### src/include/ptw_params.svh
`ifndef PTW_PARAMS_SVH
`define PTW_PARAMS_SVH

// Sv39 address and entry widths
`define PTW_VLEN        39
`define PTW_PLEN        56
`define PTW_PPNW        44
`define PTW_ASID_W      16
`define PTW_PTE_W       64
`define PTW_VPN_W       27
`define PTW_VPN_SEG_W   9
`define PTW_PAGE_OFS_W  12
`define PTW_PTE_OFS_W   3

// bit positions inside a PTE
`define PTW_V_BIT       0
`define PTW_R_BIT       1
`define PTW_W_BIT       2
`define PTW_X_BIT       3
`define PTW_U_BIT       4
`define PTW_G_BIT       5
`define PTW_A_BIT       6
`define PTW_D_BIT       7
`define PTW_PPN_LSB     10

`endif
### src/hw/ptw_pkg.sv
`include "ptw_params.svh"

package ptw_pkg;

    // --------------------
    // address and entry vectors
    // --------------------

    // virtual address as seen by the TLBs
    typedef logic [`PTW_VLEN-1:0]   vaddr_t;
    // byte pointer to a PTE in memory
    typedef logic [`PTW_PLEN-1:0]   paddr_t;
    // physical page number, from satp or from a PTE
    typedef logic [`PTW_PPNW-1:0]   ppn_t;
    typedef logic [`PTW_ASID_W-1:0] asid_t;
    // raw PTE, also the width of one memory word
    typedef logic [`PTW_PTE_W-1:0]  pte_t;
    // the three VPN fields of a virtual address
    typedef logic [`PTW_VPN_W-1:0]  vpn_t;

    // --------------------
    // state machines
    // --------------------

    // walk controller states
    typedef enum logic [2:0] {
        IDLE,
        WAIT_GRANT,
        PTE_LOOKUP,
        WAIT_RVALID,
        PROPAGATE_ERROR
    } walk_state_e;

    // table level, LVL1 maps 1 GiB pages
    typedef enum logic [1:0] {
        LVL1,
        LVL2,
        LVL3
    } walk_lvl_e;

endpackage

### src/hw/ptw_top.sv
`timescale 1ns/1ns

module ptw_top (
    input  logic             clk_i,
    input  logic             rst_ni,
    input  logic             flush_i,
    input  logic             enable_translation_i,
    input  logic             en_ld_st_translation_i,
    input  logic             lsu_is_store_i,
    input  logic             mxr_i,
    input  ptw_pkg::asid_t   asid_i,
    input  ptw_pkg::ppn_t    satp_ppn_i,
    input  logic             itlb_access_i,
    input  logic             itlb_hit_i,
    input  ptw_pkg::vaddr_t  itlb_vaddr_i,
    input  logic             dtlb_access_i,
    input  logic             dtlb_hit_i,
    input  ptw_pkg::vaddr_t  dtlb_vaddr_i,
    input  logic             mem_gnt_i,
    input  logic             mem_rvalid_i,
    input  ptw_pkg::pte_t    mem_rdata_i,
    output logic             mem_req_o,
    output ptw_pkg::paddr_t  mem_addr_o,
    output logic             ptw_active_o,
    output logic             walking_instr_o,
    output logic             ptw_error_o,
    output logic             itlb_update_valid_o,
    output logic             dtlb_update_valid_o,
    output ptw_pkg::vpn_t    update_vpn_o,
    output ptw_pkg::asid_t   update_asid_o,
    output logic             update_is_2m_o,
    output logic             update_is_1g_o,
    output ptw_pkg::pte_t    update_content_o,
    output ptw_pkg::vaddr_t  update_vaddr_o,
    output logic             itlb_miss_o,
    output logic             dtlb_miss_o
);
    import ptw_pkg::*;

    // controller to context and checker
    logic      walk_start;
    logic      start_is_instr;
    vaddr_t    start_vaddr;
    logic      leaf_commit;
    walk_lvl_e lvl;
    pte_t      pte_q;
    logic      pte_valid_q;
    // checker verdict on the registered PTE
    logic      pte_fault;
    logic      pte_is_leaf;
    logic      pte_is_global;
    // walk context fed back
    logic      is_instr;
    vaddr_t    vaddr;

    ptw_walk_ctrl u_walk_ctrl (
        .clk_i                  (clk_i),
        .rst_ni                 (rst_ni),
        .flush_i                (flush_i),
        .enable_translation_i   (enable_translation_i),
        .en_ld_st_translation_i (en_ld_st_translation_i),
        .itlb_access_i          (itlb_access_i),
        .itlb_hit_i             (itlb_hit_i),
        .itlb_vaddr_i           (itlb_vaddr_i),
        .dtlb_access_i          (dtlb_access_i),
        .dtlb_hit_i             (dtlb_hit_i),
        .dtlb_vaddr_i           (dtlb_vaddr_i),
        .satp_ppn_i             (satp_ppn_i),
        .mem_gnt_i              (mem_gnt_i),
        .mem_rvalid_i           (mem_rvalid_i),
        .mem_rdata_i            (mem_rdata_i),
        .pte_fault_i            (pte_fault),
        .pte_is_leaf_i          (pte_is_leaf),
        .ctx_vaddr_i            (vaddr),
        .ctx_is_instr_i         (is_instr),
        .mem_req_o              (mem_req_o),
        .mem_addr_o             (mem_addr_o),
        .ptw_active_o           (ptw_active_o),
        .ptw_error_o            (ptw_error_o),
        .walk_start_o           (walk_start),
        .start_is_instr_o       (start_is_instr),
        .start_vaddr_o          (start_vaddr),
        .leaf_commit_o          (leaf_commit),
        .lvl_o                  (lvl),
        .pte_q_o                (pte_q),
        .pte_valid_q_o          (pte_valid_q),
        .itlb_miss_o            (itlb_miss_o),
        .dtlb_miss_o            (dtlb_miss_o)
    );

    ptw_pte_check u_pte_check (
        .pte_i           (pte_q),
        .lvl_i           (lvl),
        .is_instr_i      (is_instr),
        .is_store_i      (lsu_is_store_i),
        .mxr_i           (mxr_i),
        .pte_fault_o     (pte_fault),
        .pte_is_leaf_o   (pte_is_leaf),
        .pte_is_global_o (pte_is_global)
    );

    ptw_req_ctx u_req_ctx (
        .clk_i               (clk_i),
        .rst_ni              (rst_ni),
        .walk_start_i        (walk_start),
        .start_is_instr_i    (start_is_instr),
        .start_vaddr_i       (start_vaddr),
        .asid_i              (asid_i),
        .pte_valid_q_i       (pte_valid_q),
        .pte_is_global_i     (pte_is_global),
        .leaf_commit_i       (leaf_commit),
        .lvl_i               (lvl),
        .pte_i               (pte_q),
        .is_instr_o          (is_instr),
        .vaddr_o             (vaddr),
        .walking_instr_o     (walking_instr_o),
        .itlb_update_valid_o (itlb_update_valid_o),
        .dtlb_update_valid_o (dtlb_update_valid_o),
        .update_vpn_o        (update_vpn_o),
        .update_asid_o       (update_asid_o),
        .update_is_2m_o      (update_is_2m_o),
        .update_is_1g_o      (update_is_1g_o),
        .update_content_o    (update_content_o),
        .update_vaddr_o      (update_vaddr_o)
    );

endmodule

### src/hw/ptw_walk_ctrl.sv
`timescale 1ns/1ns
`include "ptw_params.svh"

module ptw_walk_ctrl (
    input  logic               clk_i,
    input  logic               rst_ni,
    input  logic               flush_i,
    input  logic               enable_translation_i,
    input  logic               en_ld_st_translation_i,
    input  logic               itlb_access_i,
    input  logic               itlb_hit_i,
    input  ptw_pkg::vaddr_t    itlb_vaddr_i,
    input  logic               dtlb_access_i,
    input  logic               dtlb_hit_i,
    input  ptw_pkg::vaddr_t    dtlb_vaddr_i,
    input  ptw_pkg::ppn_t      satp_ppn_i,
    input  logic               mem_gnt_i,
    input  logic               mem_rvalid_i,
    input  ptw_pkg::pte_t      mem_rdata_i,
    input  logic               pte_fault_i,
    input  logic               pte_is_leaf_i,
    input  ptw_pkg::vaddr_t    ctx_vaddr_i,
    input  logic               ctx_is_instr_i,
    output logic               mem_req_o,
    output ptw_pkg::paddr_t    mem_addr_o,
    output logic               ptw_active_o,
    output logic               ptw_error_o,
    output logic               walk_start_o,
    output logic               start_is_instr_o,
    output ptw_pkg::vaddr_t    start_vaddr_o,
    output logic               leaf_commit_o,
    output ptw_pkg::walk_lvl_e lvl_o,
    output ptw_pkg::pte_t      pte_q_o,
    output logic               pte_valid_q_o,
    output logic               itlb_miss_o,
    output logic               dtlb_miss_o
);
    import ptw_pkg::*;

    walk_state_e state_q, state_d;
    walk_lvl_e   lvl_q, lvl_d;
    paddr_t      pptr_q, pptr_d;
    // registered read response
    logic        rvalid_q;
    pte_t        rdata_q;
    logic        itlb_miss;
    logic        dtlb_miss;
    logic        still_enabled;
    logic        read_owed;
    ppn_t        pte_ppn;

    // --------------------
    // miss arbitration
    // --------------------
    // the ITLB only wins when the LSU has no access pending
    assign itlb_miss = enable_translation_i & itlb_access_i & ~itlb_hit_i & ~dtlb_access_i;
    assign dtlb_miss = en_ld_st_translation_i & dtlb_access_i & ~dtlb_hit_i;

    // a miss is only taken in IDLE and never together with a flush
    assign itlb_miss_o      = (state_q == IDLE) & ~flush_i & itlb_miss;
    assign dtlb_miss_o      = (state_q == IDLE) & ~flush_i & ~itlb_miss & dtlb_miss;
    assign walk_start_o     = itlb_miss_o | dtlb_miss_o;
    assign start_is_instr_o = itlb_miss;
    assign start_vaddr_o    = itlb_miss ? itlb_vaddr_i : dtlb_vaddr_i;

    // translation for the walking side must still be on to commit a leaf
    assign still_enabled = ctx_is_instr_i ? enable_translation_i : en_ld_st_translation_i;

    // next table base comes from the PPN of the fetched pointer
    assign pte_ppn = rdata_q[`PTW_PPN_LSB +: `PTW_PPNW];

    // a granted read whose rvalid has not been registered yet
    assign read_owed = ((state_q == WAIT_GRANT) && mem_gnt_i)
                    || ((state_q == PTE_LOOKUP) && !rvalid_q)
                    || ((state_q == WAIT_RVALID) && !rvalid_q);

    // --------------------
    // walk FSM
    // --------------------
    always_comb begin
        state_d       = state_q;
        lvl_d         = lvl_q;
        pptr_d        = pptr_q;
        leaf_commit_o = 1'b0;

        case (state_q)
            IDLE: begin
                // every walk begins at the 1 GiB level
                lvl_d = LVL1;
                if (walk_start_o) begin
                    // root table from satp, indexed by VPN[2]
                    pptr_d  = {satp_ppn_i,
                               start_vaddr_o[`PTW_PAGE_OFS_W + 2*`PTW_VPN_SEG_W +: `PTW_VPN_SEG_W],
                               {`PTW_PTE_OFS_W{1'b0}}};
                    state_d = WAIT_GRANT;
                end
            end

            WAIT_GRANT: begin
                if (mem_gnt_i) begin
                    state_d = PTE_LOOKUP;
                end
            end

            PTE_LOOKUP: begin
                // judge the PTE in the cycle after rvalid
                if (rvalid_q) begin
                    if (pte_fault_i) begin
                        state_d = PROPAGATE_ERROR;
                    end else if (pte_is_leaf_i) begin
                        state_d       = IDLE;
                        leaf_commit_o = still_enabled & ~flush_i;
                    end else begin
                        state_d = WAIT_GRANT;
                        case (lvl_q)
                            LVL1: begin
                                lvl_d  = LVL2;
                                pptr_d = {pte_ppn,
                                          ctx_vaddr_i[`PTW_PAGE_OFS_W + `PTW_VPN_SEG_W +:
                                                      `PTW_VPN_SEG_W],
                                          {`PTW_PTE_OFS_W{1'b0}}};
                            end
                            LVL2: begin
                                lvl_d  = LVL3;
                                pptr_d = {pte_ppn,
                                          ctx_vaddr_i[`PTW_PAGE_OFS_W +: `PTW_VPN_SEG_W],
                                          {`PTW_PTE_OFS_W{1'b0}}};
                            end
                            // no level below LVL3 to point to
                            default: state_d = PROPAGATE_ERROR;
                        endcase
                    end
                end
            end

            PROPAGATE_ERROR: begin
                state_d = IDLE;
            end

            // absorb the read left over from a flushed walk
            WAIT_RVALID: begin
                if (rvalid_q) begin
                    state_d = IDLE;
                end
            end

            default: begin
                state_d = IDLE;
            end
        endcase

        // flush wins over everything, but an owed read must still come back
        if (flush_i) begin
            state_d = read_owed ? WAIT_RVALID : IDLE;
        end
    end

    always_ff @(posedge clk_i or negedge rst_ni) begin
        if (!rst_ni) begin
            state_q  <= IDLE;
            lvl_q    <= LVL1;
            pptr_q   <= '0;
            rvalid_q <= 1'b0;
        end else begin
            state_q  <= state_d;
            lvl_q    <= lvl_d;
            pptr_q   <= pptr_d;
            rvalid_q <= mem_rvalid_i;
        end
    end

    // read data is only looked at together with rvalid_q
    always_ff @(posedge clk_i) begin
        rdata_q <= mem_rdata_i;
    end

    assign mem_req_o     = (state_q == WAIT_GRANT);
    assign mem_addr_o    = pptr_q;
    assign ptw_active_o  = (state_q != IDLE);
    assign ptw_error_o   = (state_q == PROPAGATE_ERROR) & ~flush_i;
    assign lvl_o         = lvl_q;
    assign pte_q_o       = rdata_q;
    assign pte_valid_q_o = rvalid_q;

endmodule

### src/hw/ptw_req_ctx.sv
`timescale 1ns/1ns
`include "ptw_params.svh"

module ptw_req_ctx (
    input  logic               clk_i,
    input  logic               rst_ni,
    input  logic               walk_start_i,
    input  logic               start_is_instr_i,
    input  ptw_pkg::vaddr_t    start_vaddr_i,
    input  ptw_pkg::asid_t     asid_i,
    input  logic               pte_valid_q_i,
    input  logic               pte_is_global_i,
    input  logic               leaf_commit_i,
    input  ptw_pkg::walk_lvl_e lvl_i,
    input  ptw_pkg::pte_t      pte_i,
    output logic               is_instr_o,
    output ptw_pkg::vaddr_t    vaddr_o,
    output logic               walking_instr_o,
    output logic               itlb_update_valid_o,
    output logic               dtlb_update_valid_o,
    output ptw_pkg::vpn_t      update_vpn_o,
    output ptw_pkg::asid_t     update_asid_o,
    output logic               update_is_2m_o,
    output logic               update_is_1g_o,
    output ptw_pkg::pte_t      update_content_o,
    output ptw_pkg::vaddr_t    update_vaddr_o
);
    import ptw_pkg::*;

    logic   is_instr_q;
    // G seen on any level so far
    logic   global_q;
    vaddr_t vaddr_q;
    asid_t  asid_q;

    always_ff @(posedge clk_i or negedge rst_ni) begin
        if (!rst_ni) begin
            is_instr_q <= 1'b0;
            global_q   <= 1'b0;
        end else if (walk_start_i) begin
            is_instr_q <= start_is_instr_i;
            global_q   <= 1'b0;
        end else if (pte_valid_q_i && pte_is_global_i) begin
            // sticky until the next walk starts
            global_q   <= 1'b1;
        end
    end

    // miss context, captured once per walk
    always_ff @(posedge clk_i) begin
        if (walk_start_i) begin
            vaddr_q <= start_vaddr_i;
            asid_q  <= asid_i;
        end
    end

    assign is_instr_o      = is_instr_q;
    assign vaddr_o         = vaddr_q;
    assign walking_instr_o = is_instr_q;

    // --------------------
    // TLB update entry
    // --------------------
    // the pulse goes only to the TLB that missed
    assign itlb_update_valid_o = leaf_commit_i & is_instr_q;
    assign dtlb_update_valid_o = leaf_commit_i & ~is_instr_q;

    assign update_vpn_o   = vaddr_q[`PTW_PAGE_OFS_W +: `PTW_VPN_W];
    assign update_asid_o  = asid_q;
    assign update_vaddr_o = vaddr_q;
    // leaf level gives the page size
    assign update_is_2m_o = (lvl_i == LVL2);
    assign update_is_1g_o = (lvl_i == LVL1);

    // leaf PTE with G inherited from upper levels
    always_comb begin
        update_content_o               = pte_i;
        update_content_o[`PTW_G_BIT]   = pte_i[`PTW_G_BIT] | global_q;
    end

endmodule

### src/hw/ptw_pte_check.sv
`timescale 1ns/1ns
`include "ptw_params.svh"

module ptw_pte_check (
    input  ptw_pkg::pte_t      pte_i,
    input  ptw_pkg::walk_lvl_e lvl_i,
    input  logic               is_instr_i,
    input  logic               is_store_i,
    input  logic               mxr_i,
    output logic               pte_fault_o,
    output logic               pte_is_leaf_o,
    output logic               pte_is_global_o
);
    import ptw_pkg::*;

    logic v, r, w, x, a, d;
    ppn_t ppn;

    // field split of the PTE
    assign v   = pte_i[`PTW_V_BIT];
    assign r   = pte_i[`PTW_R_BIT];
    assign w   = pte_i[`PTW_W_BIT];
    assign x   = pte_i[`PTW_X_BIT];
    assign a   = pte_i[`PTW_A_BIT];
    assign d   = pte_i[`PTW_D_BIT];
    assign ppn = pte_i[`PTW_PPN_LSB +: `PTW_PPNW];

    // any of R or X makes it a leaf, otherwise a pointer
    assign pte_is_leaf_o   = r | x;
    assign pte_is_global_o = pte_i[`PTW_G_BIT];

    always_comb begin
        pte_fault_o = 1'b0;
        // reserved encodings, W without R is illegal
        if (!v || (!r && w)) begin
            pte_fault_o = 1'b1;
        end else if (!(r || x)) begin
            // pointer at the last level has nowhere to go
            pte_fault_o = (lvl_i == LVL3);
        end else begin
            if (is_instr_i) begin
                // fetch needs X, A is managed by software
                pte_fault_o = !x || !a;
            end else begin
                // loads need R, or X when MXR is set
                pte_fault_o = !a || !(r || (x && mxr_i));
                // stores also need a writable, dirty page
                if (is_store_i && (!w || !d)) begin
                    pte_fault_o = 1'b1;
                end
            end
            // superpage PPN must be aligned to its size
            if (lvl_i == LVL1 && ppn[2*`PTW_VPN_SEG_W-1:0] != '0) begin
                pte_fault_o = 1'b1;
            end
            if (lvl_i == LVL2 && ppn[`PTW_VPN_SEG_W-1:0] != '0) begin
                pte_fault_o = 1'b1;
            end
        end
    end

endmodule

### config.mk
export PLATFORM = sky130hd
export DESIGN_NAME = ptw_top
export DESIGN_NICKNAME = d
export VERILOG_FILES = /design/src/hw/ptw_pkg.sv /design/src/hw/ptw_top.sv /design/src/hw/ptw_walk_ctrl.sv /design/src/hw/ptw_req_ctx.sv /design/src/hw/ptw_pte_check.sv
export VERILOG_INCLUDE_DIRS = /design/src /design/src/include
export SDC_FILE = /design/constraint.sdc
export NUM_CORES = 1
export LEC_CHECK = 0
export BUFFER_PORTS_ARGS = -buffer_cell sky130_fd_sc_hd__buf_2
export CAP_MARGIN = 5
export CELL_PAD_IN_SITES_DETAIL_PLACEMENT = 1
export CELL_PAD_IN_SITES_GLOBAL_PLACEMENT = 2
export CORE_ASPECT_RATIO = 0.75
export CORE_MARGIN = 4
export CORE_UTILIZATION = 26
export CTS_BUF_LIST = sky130_fd_sc_hd__clkbuf_4 sky130_fd_sc_hd__clkbuf_8
export DETAILED_ROUTE_END_ITERATION = 12
export GPL_TIMING_DRIVEN = 0
export PLACE_DENSITY_LB_ADDON = 0.1
export SYNTH_ARGS = -nofsm -noshare
export SYNTH_HDL_FRONTEND = slang
export SYNTH_SLANG_ARGS = --single-unit
export TNS_END_PERCENT = 100
### constraint.sdc
create_clock -name clk_i -period 3.56 [get_ports clk_i]
set_clock_uncertainty 0.2 [all_clocks]
set_input_delay 0.356 -clock clk_i [delete_from_list [all_inputs] [get_ports clk_i]]
set_output_delay 0.356 -clock clk_i [all_outputs]
set_load 0.02 [all_outputs]
==> impl_metrics.tcl, run 1 <==
set metrics [dict create \
    pwr-share-clk_pct 22.5 \
    post-route-period-util_pct 86.0 \
    seq_power_share_pct 42.1 \
    drtPass1Iterations 4 \
    die-area_um2 28800 \
    fp.coreArea_um2 25300 \
    ys.flop_type "dfxtp_1" \
    nNetsFinal 1401 \
    gp_congestion 0.752 \
    start_util_pct 26.8 \
    fin_hold_ws_ns 0.0589 \
    final_cell_mix "buf_2 (432), dlygate4sd3_1 (201), nand2_1 (78)" \
    worstSetupEndpointType "primary output" \
    grt_use_total_pct 19.1 \
    rr_endpoint "u_walk_ctrl.mem_addr_o[42]" \
    floorplan.die.width_um 195 \
    root_buffer "clkbuf_8" \
    reg2reg_from "u_walk_ctrl.state_q[2]" \
    setup_viol 0 \
    worstSetupPathType "reg2out" \
    p_comb_share_pct 35.4 \
    post_cts_buffers 0 \
    pre_cts_ws_ns 0.706 \
    cts_tree "built" \
    grt_pass1_vias 7166 \
    ant_nets 0 \
    powerDensity_nw_per_um2 549 \
    antenna_found_initial 2 \
    min_period_ns 3.06 \
    critPathTopFamily "simple AND/OR/NAND/NOR gates" \
    cts_buffer_depth 2 \
    r2r_slack_ns 0.75 \
    insertion_delay_ns 0.47 \
    cts_hold_buf 201 \
    critPathLaunchType "flop" \
    p_leak_nw 5.54 \
    vias 6525 \
    min_path_type "in2reg" \
    finalHoldViolCount 0 \
    worst_slack_ns 0.497 \
    finalPower_mw 6.49 \
    grt.overflow.total 0 \
    place_hpwl_mm 20.5 \
    critPathRequiredTime_ns 3.00 \
    drv_slew 0 \
    yosysSeqAreaShare_pct 65.7 \
    grt_max_degree 62 \
    cts_sinks 180 \
    intPower_mw 4.11 \
    fmax_ghz 0.326 \
    p_sw_mw 2.38 \
    num_rows 50 \
    crit_chain "buf_6, nor3b_1, buf_2, nand2_1, nor3_1, and3_1, and3_1, buf_2" \
    rsz0062_at_grt "false" \
    avgSynthCellArea_um2 12.6 \
    synth_edf_count 55 \
    drc 0 \
    cap_viol_max_count 0 \
    synthArstFlopShare_pct 33.9 \
    relSlewSlack_pct 41.5 \
    tightest_slew_ns 0.878 \
    irDropWorstVdd_uv 267 \
    hp-start "dtlb_vaddr_i[32]" \
    crit_slowest_cell "dfrtp_1" \
    area_delta_synth_final_pct 73.9 \
    detail_route.wl_per_cell_um 18.2 \
    worstPathArrival_ns 2.51 \
    layout-drive-gt1-share_pct 45.5 \
    crit_fanout 10 \
    drtIter0Drc 180 \
    grt_pass1_wl_mm 42.8 \
    postLayoutCellArea_um2 11800 \
    place_area_um2 9390 \
    worstHoldPathCells 2 \
    yosys_warnings 0 \
    clk_pin_slew_ns 0.09 \
    mappedNetlistArea_um2 6790 \
    ctsHtreeMaxLevel 4 \
    synth-seq-cells 180 \
    io_pins 427 \
    final_common_cell "buf_2" \
    cts_resized 0 \
    hold_path_end "u_req_ctx.update_vaddr_o[32]" \
    port_buffers 423 \
    reg2reg_depth 10 \
    p_sw_share_pct 36.7 \
    cp_num_buf_inv 3 \
    routed_wl_mm 28.1 \
    netlist_instances 539 \
    critPathMaxStageDelay_ns 0.38 \
    status "complete, no violations" \
    fp.dieH_um 148 \
    synth.distinct_cells 42 \
    cts_made_buffers 17 \
    detail_route.vias_per_cell 4.24 \
]
cell families after synthesis:
group | share of synthesized area [%]
buffers and inverters | 6.06
AND/OR/NAND/NOR | 8.16
other | 0.0552
XOR/XNOR | 0.129
multiplexers | 13.1
AO/OA/AOI/OAI | 6.80
flip-flops | 65.7
worst max-delay path by stage:
stage,from,end,slack [ns],depth (start not counted)
after floorplan,u_walk_ctrl.state_q[2],u_walk_ctrl.mem_addr_o[18],0.51,9
after global placement,u_walk_ctrl.state_q[2],u_walk_ctrl.mem_addr_o[21],-0.40,9
after detailed placement,u_walk_ctrl.state_q[2],u_walk_ctrl.mem_addr_o[18],0.71,10
after CTS,u_walk_ctrl.state_q[2],dtlb_update_valid_o,0.44,8
after global routing,u_walk_ctrl.state_q[2],dtlb_update_valid_o,0.28,8
final,u_walk_ctrl.state_q[2],itlb_update_valid_o,0.50,8
through the flow:
step	instances	util, %	setup TNS [ns]
after floorplan	541	-	0
after detailed placement	1304	37.0	0
after global routing	1539	46.6	0
after CTS	1537	46.6	0
final	1540	46.6	0
after global placement	1302	36.8	-19.34
power by group through the flow:
stage	Clock, mW	Sequential, mW	Combinational (mW)
finish	1.46	2.73	2.30
global route	1.61	2.79	2.49
CTS	1.53	2.74	2.33
detailed placement	0	2.79	2.14
global placement	0	2.77	2.12
floorplan	0	3.24	0.769
final cells by class:
class,instances,area (um^2)
diodes,3,7.51
well taps,338,423
inverters,7,26.3
plain buffers,57,385
fillers,2901,13500
clock buffers,21,277
flip-flops and latches,180,4460
multi-input cells,297,1930
clock inverters,11,124
repair buffers,626,4180
metal layers:
metal	up-vias	global-route usage (%)	wire (um)
met5	-	0	0
met4	0	5.17	440
met3	28	4.51	1340
met2	201	34.4	14600
met1	3133	23.0	11700
li1	3163	-	-
registers in the layout, indices dropped and copies added (netlist names):
signal and count:
u_req_ctx.global_q 1, u_req_ctx.is_instr_o 1, u_req_ctx.update_asid_o 16, u_req_ctx.update_vaddr_o 39
u_walk_ctrl.lvl_o 2, u_walk_ctrl.mem_addr_o 53, u_walk_ctrl.pte_q_o 64, u_walk_ctrl.pte_valid_q_o 1
u_walk_ctrl.state_q 3
Yosys cell counts (all sizes together), types with 2 or more instances:
cell,number,area share [%]
nor2b,2,0.18
nor3,5,0.37
dfxtp,64,19
buf,50,5.3
a21oi,5,0.53
clkbuf,7,0.41
nor2,12,0.66
nand2,78,4.3
dfrtp,61,22
inv,6,0.33
and3,4,0.37
nor3b,2,0.22
mux2,39,6.5
a31oi,4,0.46
nor4,2,0.18
edfxtp,55,24
mux2i,45,6.6
o21ai,70,5.2
nand3,10,0.74
o221ai,2,0.26
or4,2,0.22
No activity file was read; power rests on OpenSTA's default activity.
==> inputs of run 2 (changes only) <==
Settings changed: GPL_TIMING_DRIVEN 0 to 1.
==> run 2 against run 1 <==
  * Sequential cell count unchanged
  * Global-route usage shrank 0.60 points
  * Sequential power about the same
  * Critical path type unchanged
  * Register-to-register slack improved by 0.13 ns
  * Via count down 3.2%
==> impl_metrics.tcl, run 2 (same netlist as run 1, synthesis figures left out) <==
set metrics [dict create \
    status "complete, no violations" \
    area_delta_synth_final_pct 69.4 \
    start_util_pct 26.8 \
    crit_fanout 3 \
    cts_buffer_depth 2 \
    drtPass1Iterations 4 \
    antenna_found_initial 0 \
    worstSetupPathType "reg2out" \
    critPathTopFamily "simple AND/OR/NAND/NOR gates" \
    irDropWorstVdd_uv 231 \
    cp.depth 5 \
    cts_resized 0 \
    gp_congestion 0.772 \
    insertion_delay_ns 0.47 \
    multi_input_area_um2 1940 \
    detail_route.vias_per_cell 4.25 \
    setup_viol 0 \
    grt_max_degree 99 \
    worstPathArrival_ns 2.30 \
    io_pins 427 \
    relSlewSlack_pct 37.4 \
    grt_pass1_vias 7213 \
    drv_slew 0 \
    tightest_slew_ns 0.939 \
    r2r_slack_ns 0.88 \
    p_leak_nw 5.35 \
    min_period_ns 2.85 \
    grt.overflow.total 0 \
    final_util_pct 45.4 \
    fin_setup_tns_ns 0 \
    min_path_type "in2reg" \
    post-route-period-util_pct 80.1 \
    num_rows 50 \
    cts_sinks 180 \
    rsz0062_at_grt "false" \
    detail_route.wl_per_cell_um 18.3 \
    critPathRequiredTime_ns 3.00 \
    powerDensity_nw_per_um2 576 \
    post_cts_buffers 0 \
    worstSetupEndpointType "primary output" \
    n_antenna_cell 0 \
    crit_chain "nor4_1, nand3_1, o32ai_1, and3_1, buf_2" \
    critPathMaxStageDelay_ns 0.51 \
    root_buffer "clkbuf_8" \
    floorplan.die.width_um 195 \
    fp.dieH_um 148 \
    cts_made_buffers 17 \
    clk_pin_slew_ns 0.09 \
    drtIter0Drc 142 \
    cp_num_buf_inv 1 \
    critPathLaunchType "flop" \
    n_fill_cell 2872 \
    cts_tree "built" \
    final_common_cell "buf_2" \
    grt_pass1_wl_mm 41.7 \
    reg2reg_depth 3 \
    nNetsFinal 1349 \
    drc 0 \
    finalHoldViolCount 0 \
    port_buffers 423 \
    fmax_ghz 0.351 \
    largest_register_ff_count 64 \
    routed_wl_mm 27.2 \
    fp.coreArea_um2 25300 \
    crit_slowest_cell "o32ai_1" \
    ant_nets 0 \
    layout-drive-gt1-share_pct 44.2 \
    die-area_um2 28800 \
    ctsHtreeMaxLevel 4 \
    place_hpwl_mm 19.5 \
    cap_viol_max_count 0 \
    seqCellArea_um2 4460 \
    final_cell_mix "buf_2 (423), dlygate4sd3_1 (200), nand2_1 (78)" \
    grt_use_total_pct 18.5 \
    vias 6318 \
    worstHoldPathCells 3 \
]
==> run 2: changes by cell type in the layout (fill, tap and decap cells not counted), sizes merged <==
| cell | delta |
|---|---|
| buf | -44 |
| bufinv | +3 |
| clkbuf | -10 |
| clkinv | -1 |
| clkinvlp | +1 |
| diode | -3 |
| dlygate4sd3 | -1 |
==> run 2: cell type report <==
| class | count | area share (%) |
|---|---|---|
| Timing Repair Buffer | 631 | 36.3 |
| Inverter | 7 | 0.228 |
| Clock inverter | 14 | 1.91 |
| Clock buffer | 18 | 2.15 |
| Sequential cell | 180 | 38.8 |
| Multi-Input combinational cell | 297 | 16.9 |
| Tap cell | 338 | 3.68 |
==> run 2: final timing paths <==
check / from / endpoint
max: u_walk_ctrl.pte_q_o[13] / dtlb_update_valid_o
max in group asynchronous: rst_ni / u_walk_ctrl.state_q[1]
min reg2reg: u_walk_ctrl.mem_addr_o[13] / u_walk_ctrl.mem_addr_o[13]
min in group asynchronous: rst_ni / u_walk_ctrl.mem_addr_o[14]
min: satp_ppn_i[37] / u_walk_ctrl.mem_addr_o[49]
max reg2reg: u_walk_ctrl.state_q[2] / u_req_ctx.update_vaddr_o[32]
==> run 2: stage by stage <==
stage / power, mW / hold WS, ns / setup slack, ns / instance area, um^2 / instances
floorplan: 4.01 / -0.140 / 0.507 / 6800 / 541
global placement: 4.80 / 0.0869 / 1.01 / 9030 / 1253
detailed placement: 4.87 / 0.0946 / 0.913 / 9030 / 1253
CTS: 6.74 / 0.000238 / 0.623 / 11500 / 1484
global route: 7.03 / 0.0107 / 0.510 / 11500 / 1485
finish: 6.62 / 0.0303 / 0.707 / 11500 / 1485
==> run 2: metal layers <==
| layer | GRT usage [%] | vias up | share of wire [%] |
|---|---|---|---|
| met5 | 0 | - | 0 |
| met4 | 5.24 | 0 | 1.6 |
| met3 | 4.72 | 26 | 4.8 |
| met2 | 35.1 | 192 | 55 |
| met1 | 20.5 | 3061 | 39 |
| li1 | - | 3039 | - |
==> run 2: worst min-delay path, stage by stage <==
cell     delay, ns
buf_2         0.07
mux2i_1       0.08
o21ai_1       0.14
==> run 2: where the power goes <==
part           switching [mW]  internal, mW
registers               0.237          2.52
clock network           0.795         0.865
logic                    1.36         0.847
total                    2.39          4.24
==> run 2: timing repair <==
| action | CTS | global route |
|---|---|---|
| hold endpoints to repair | 176 | 1 |
| endpoints found under the setup margin | 0 | 0 |
| hold buffers | 199 | 1 |
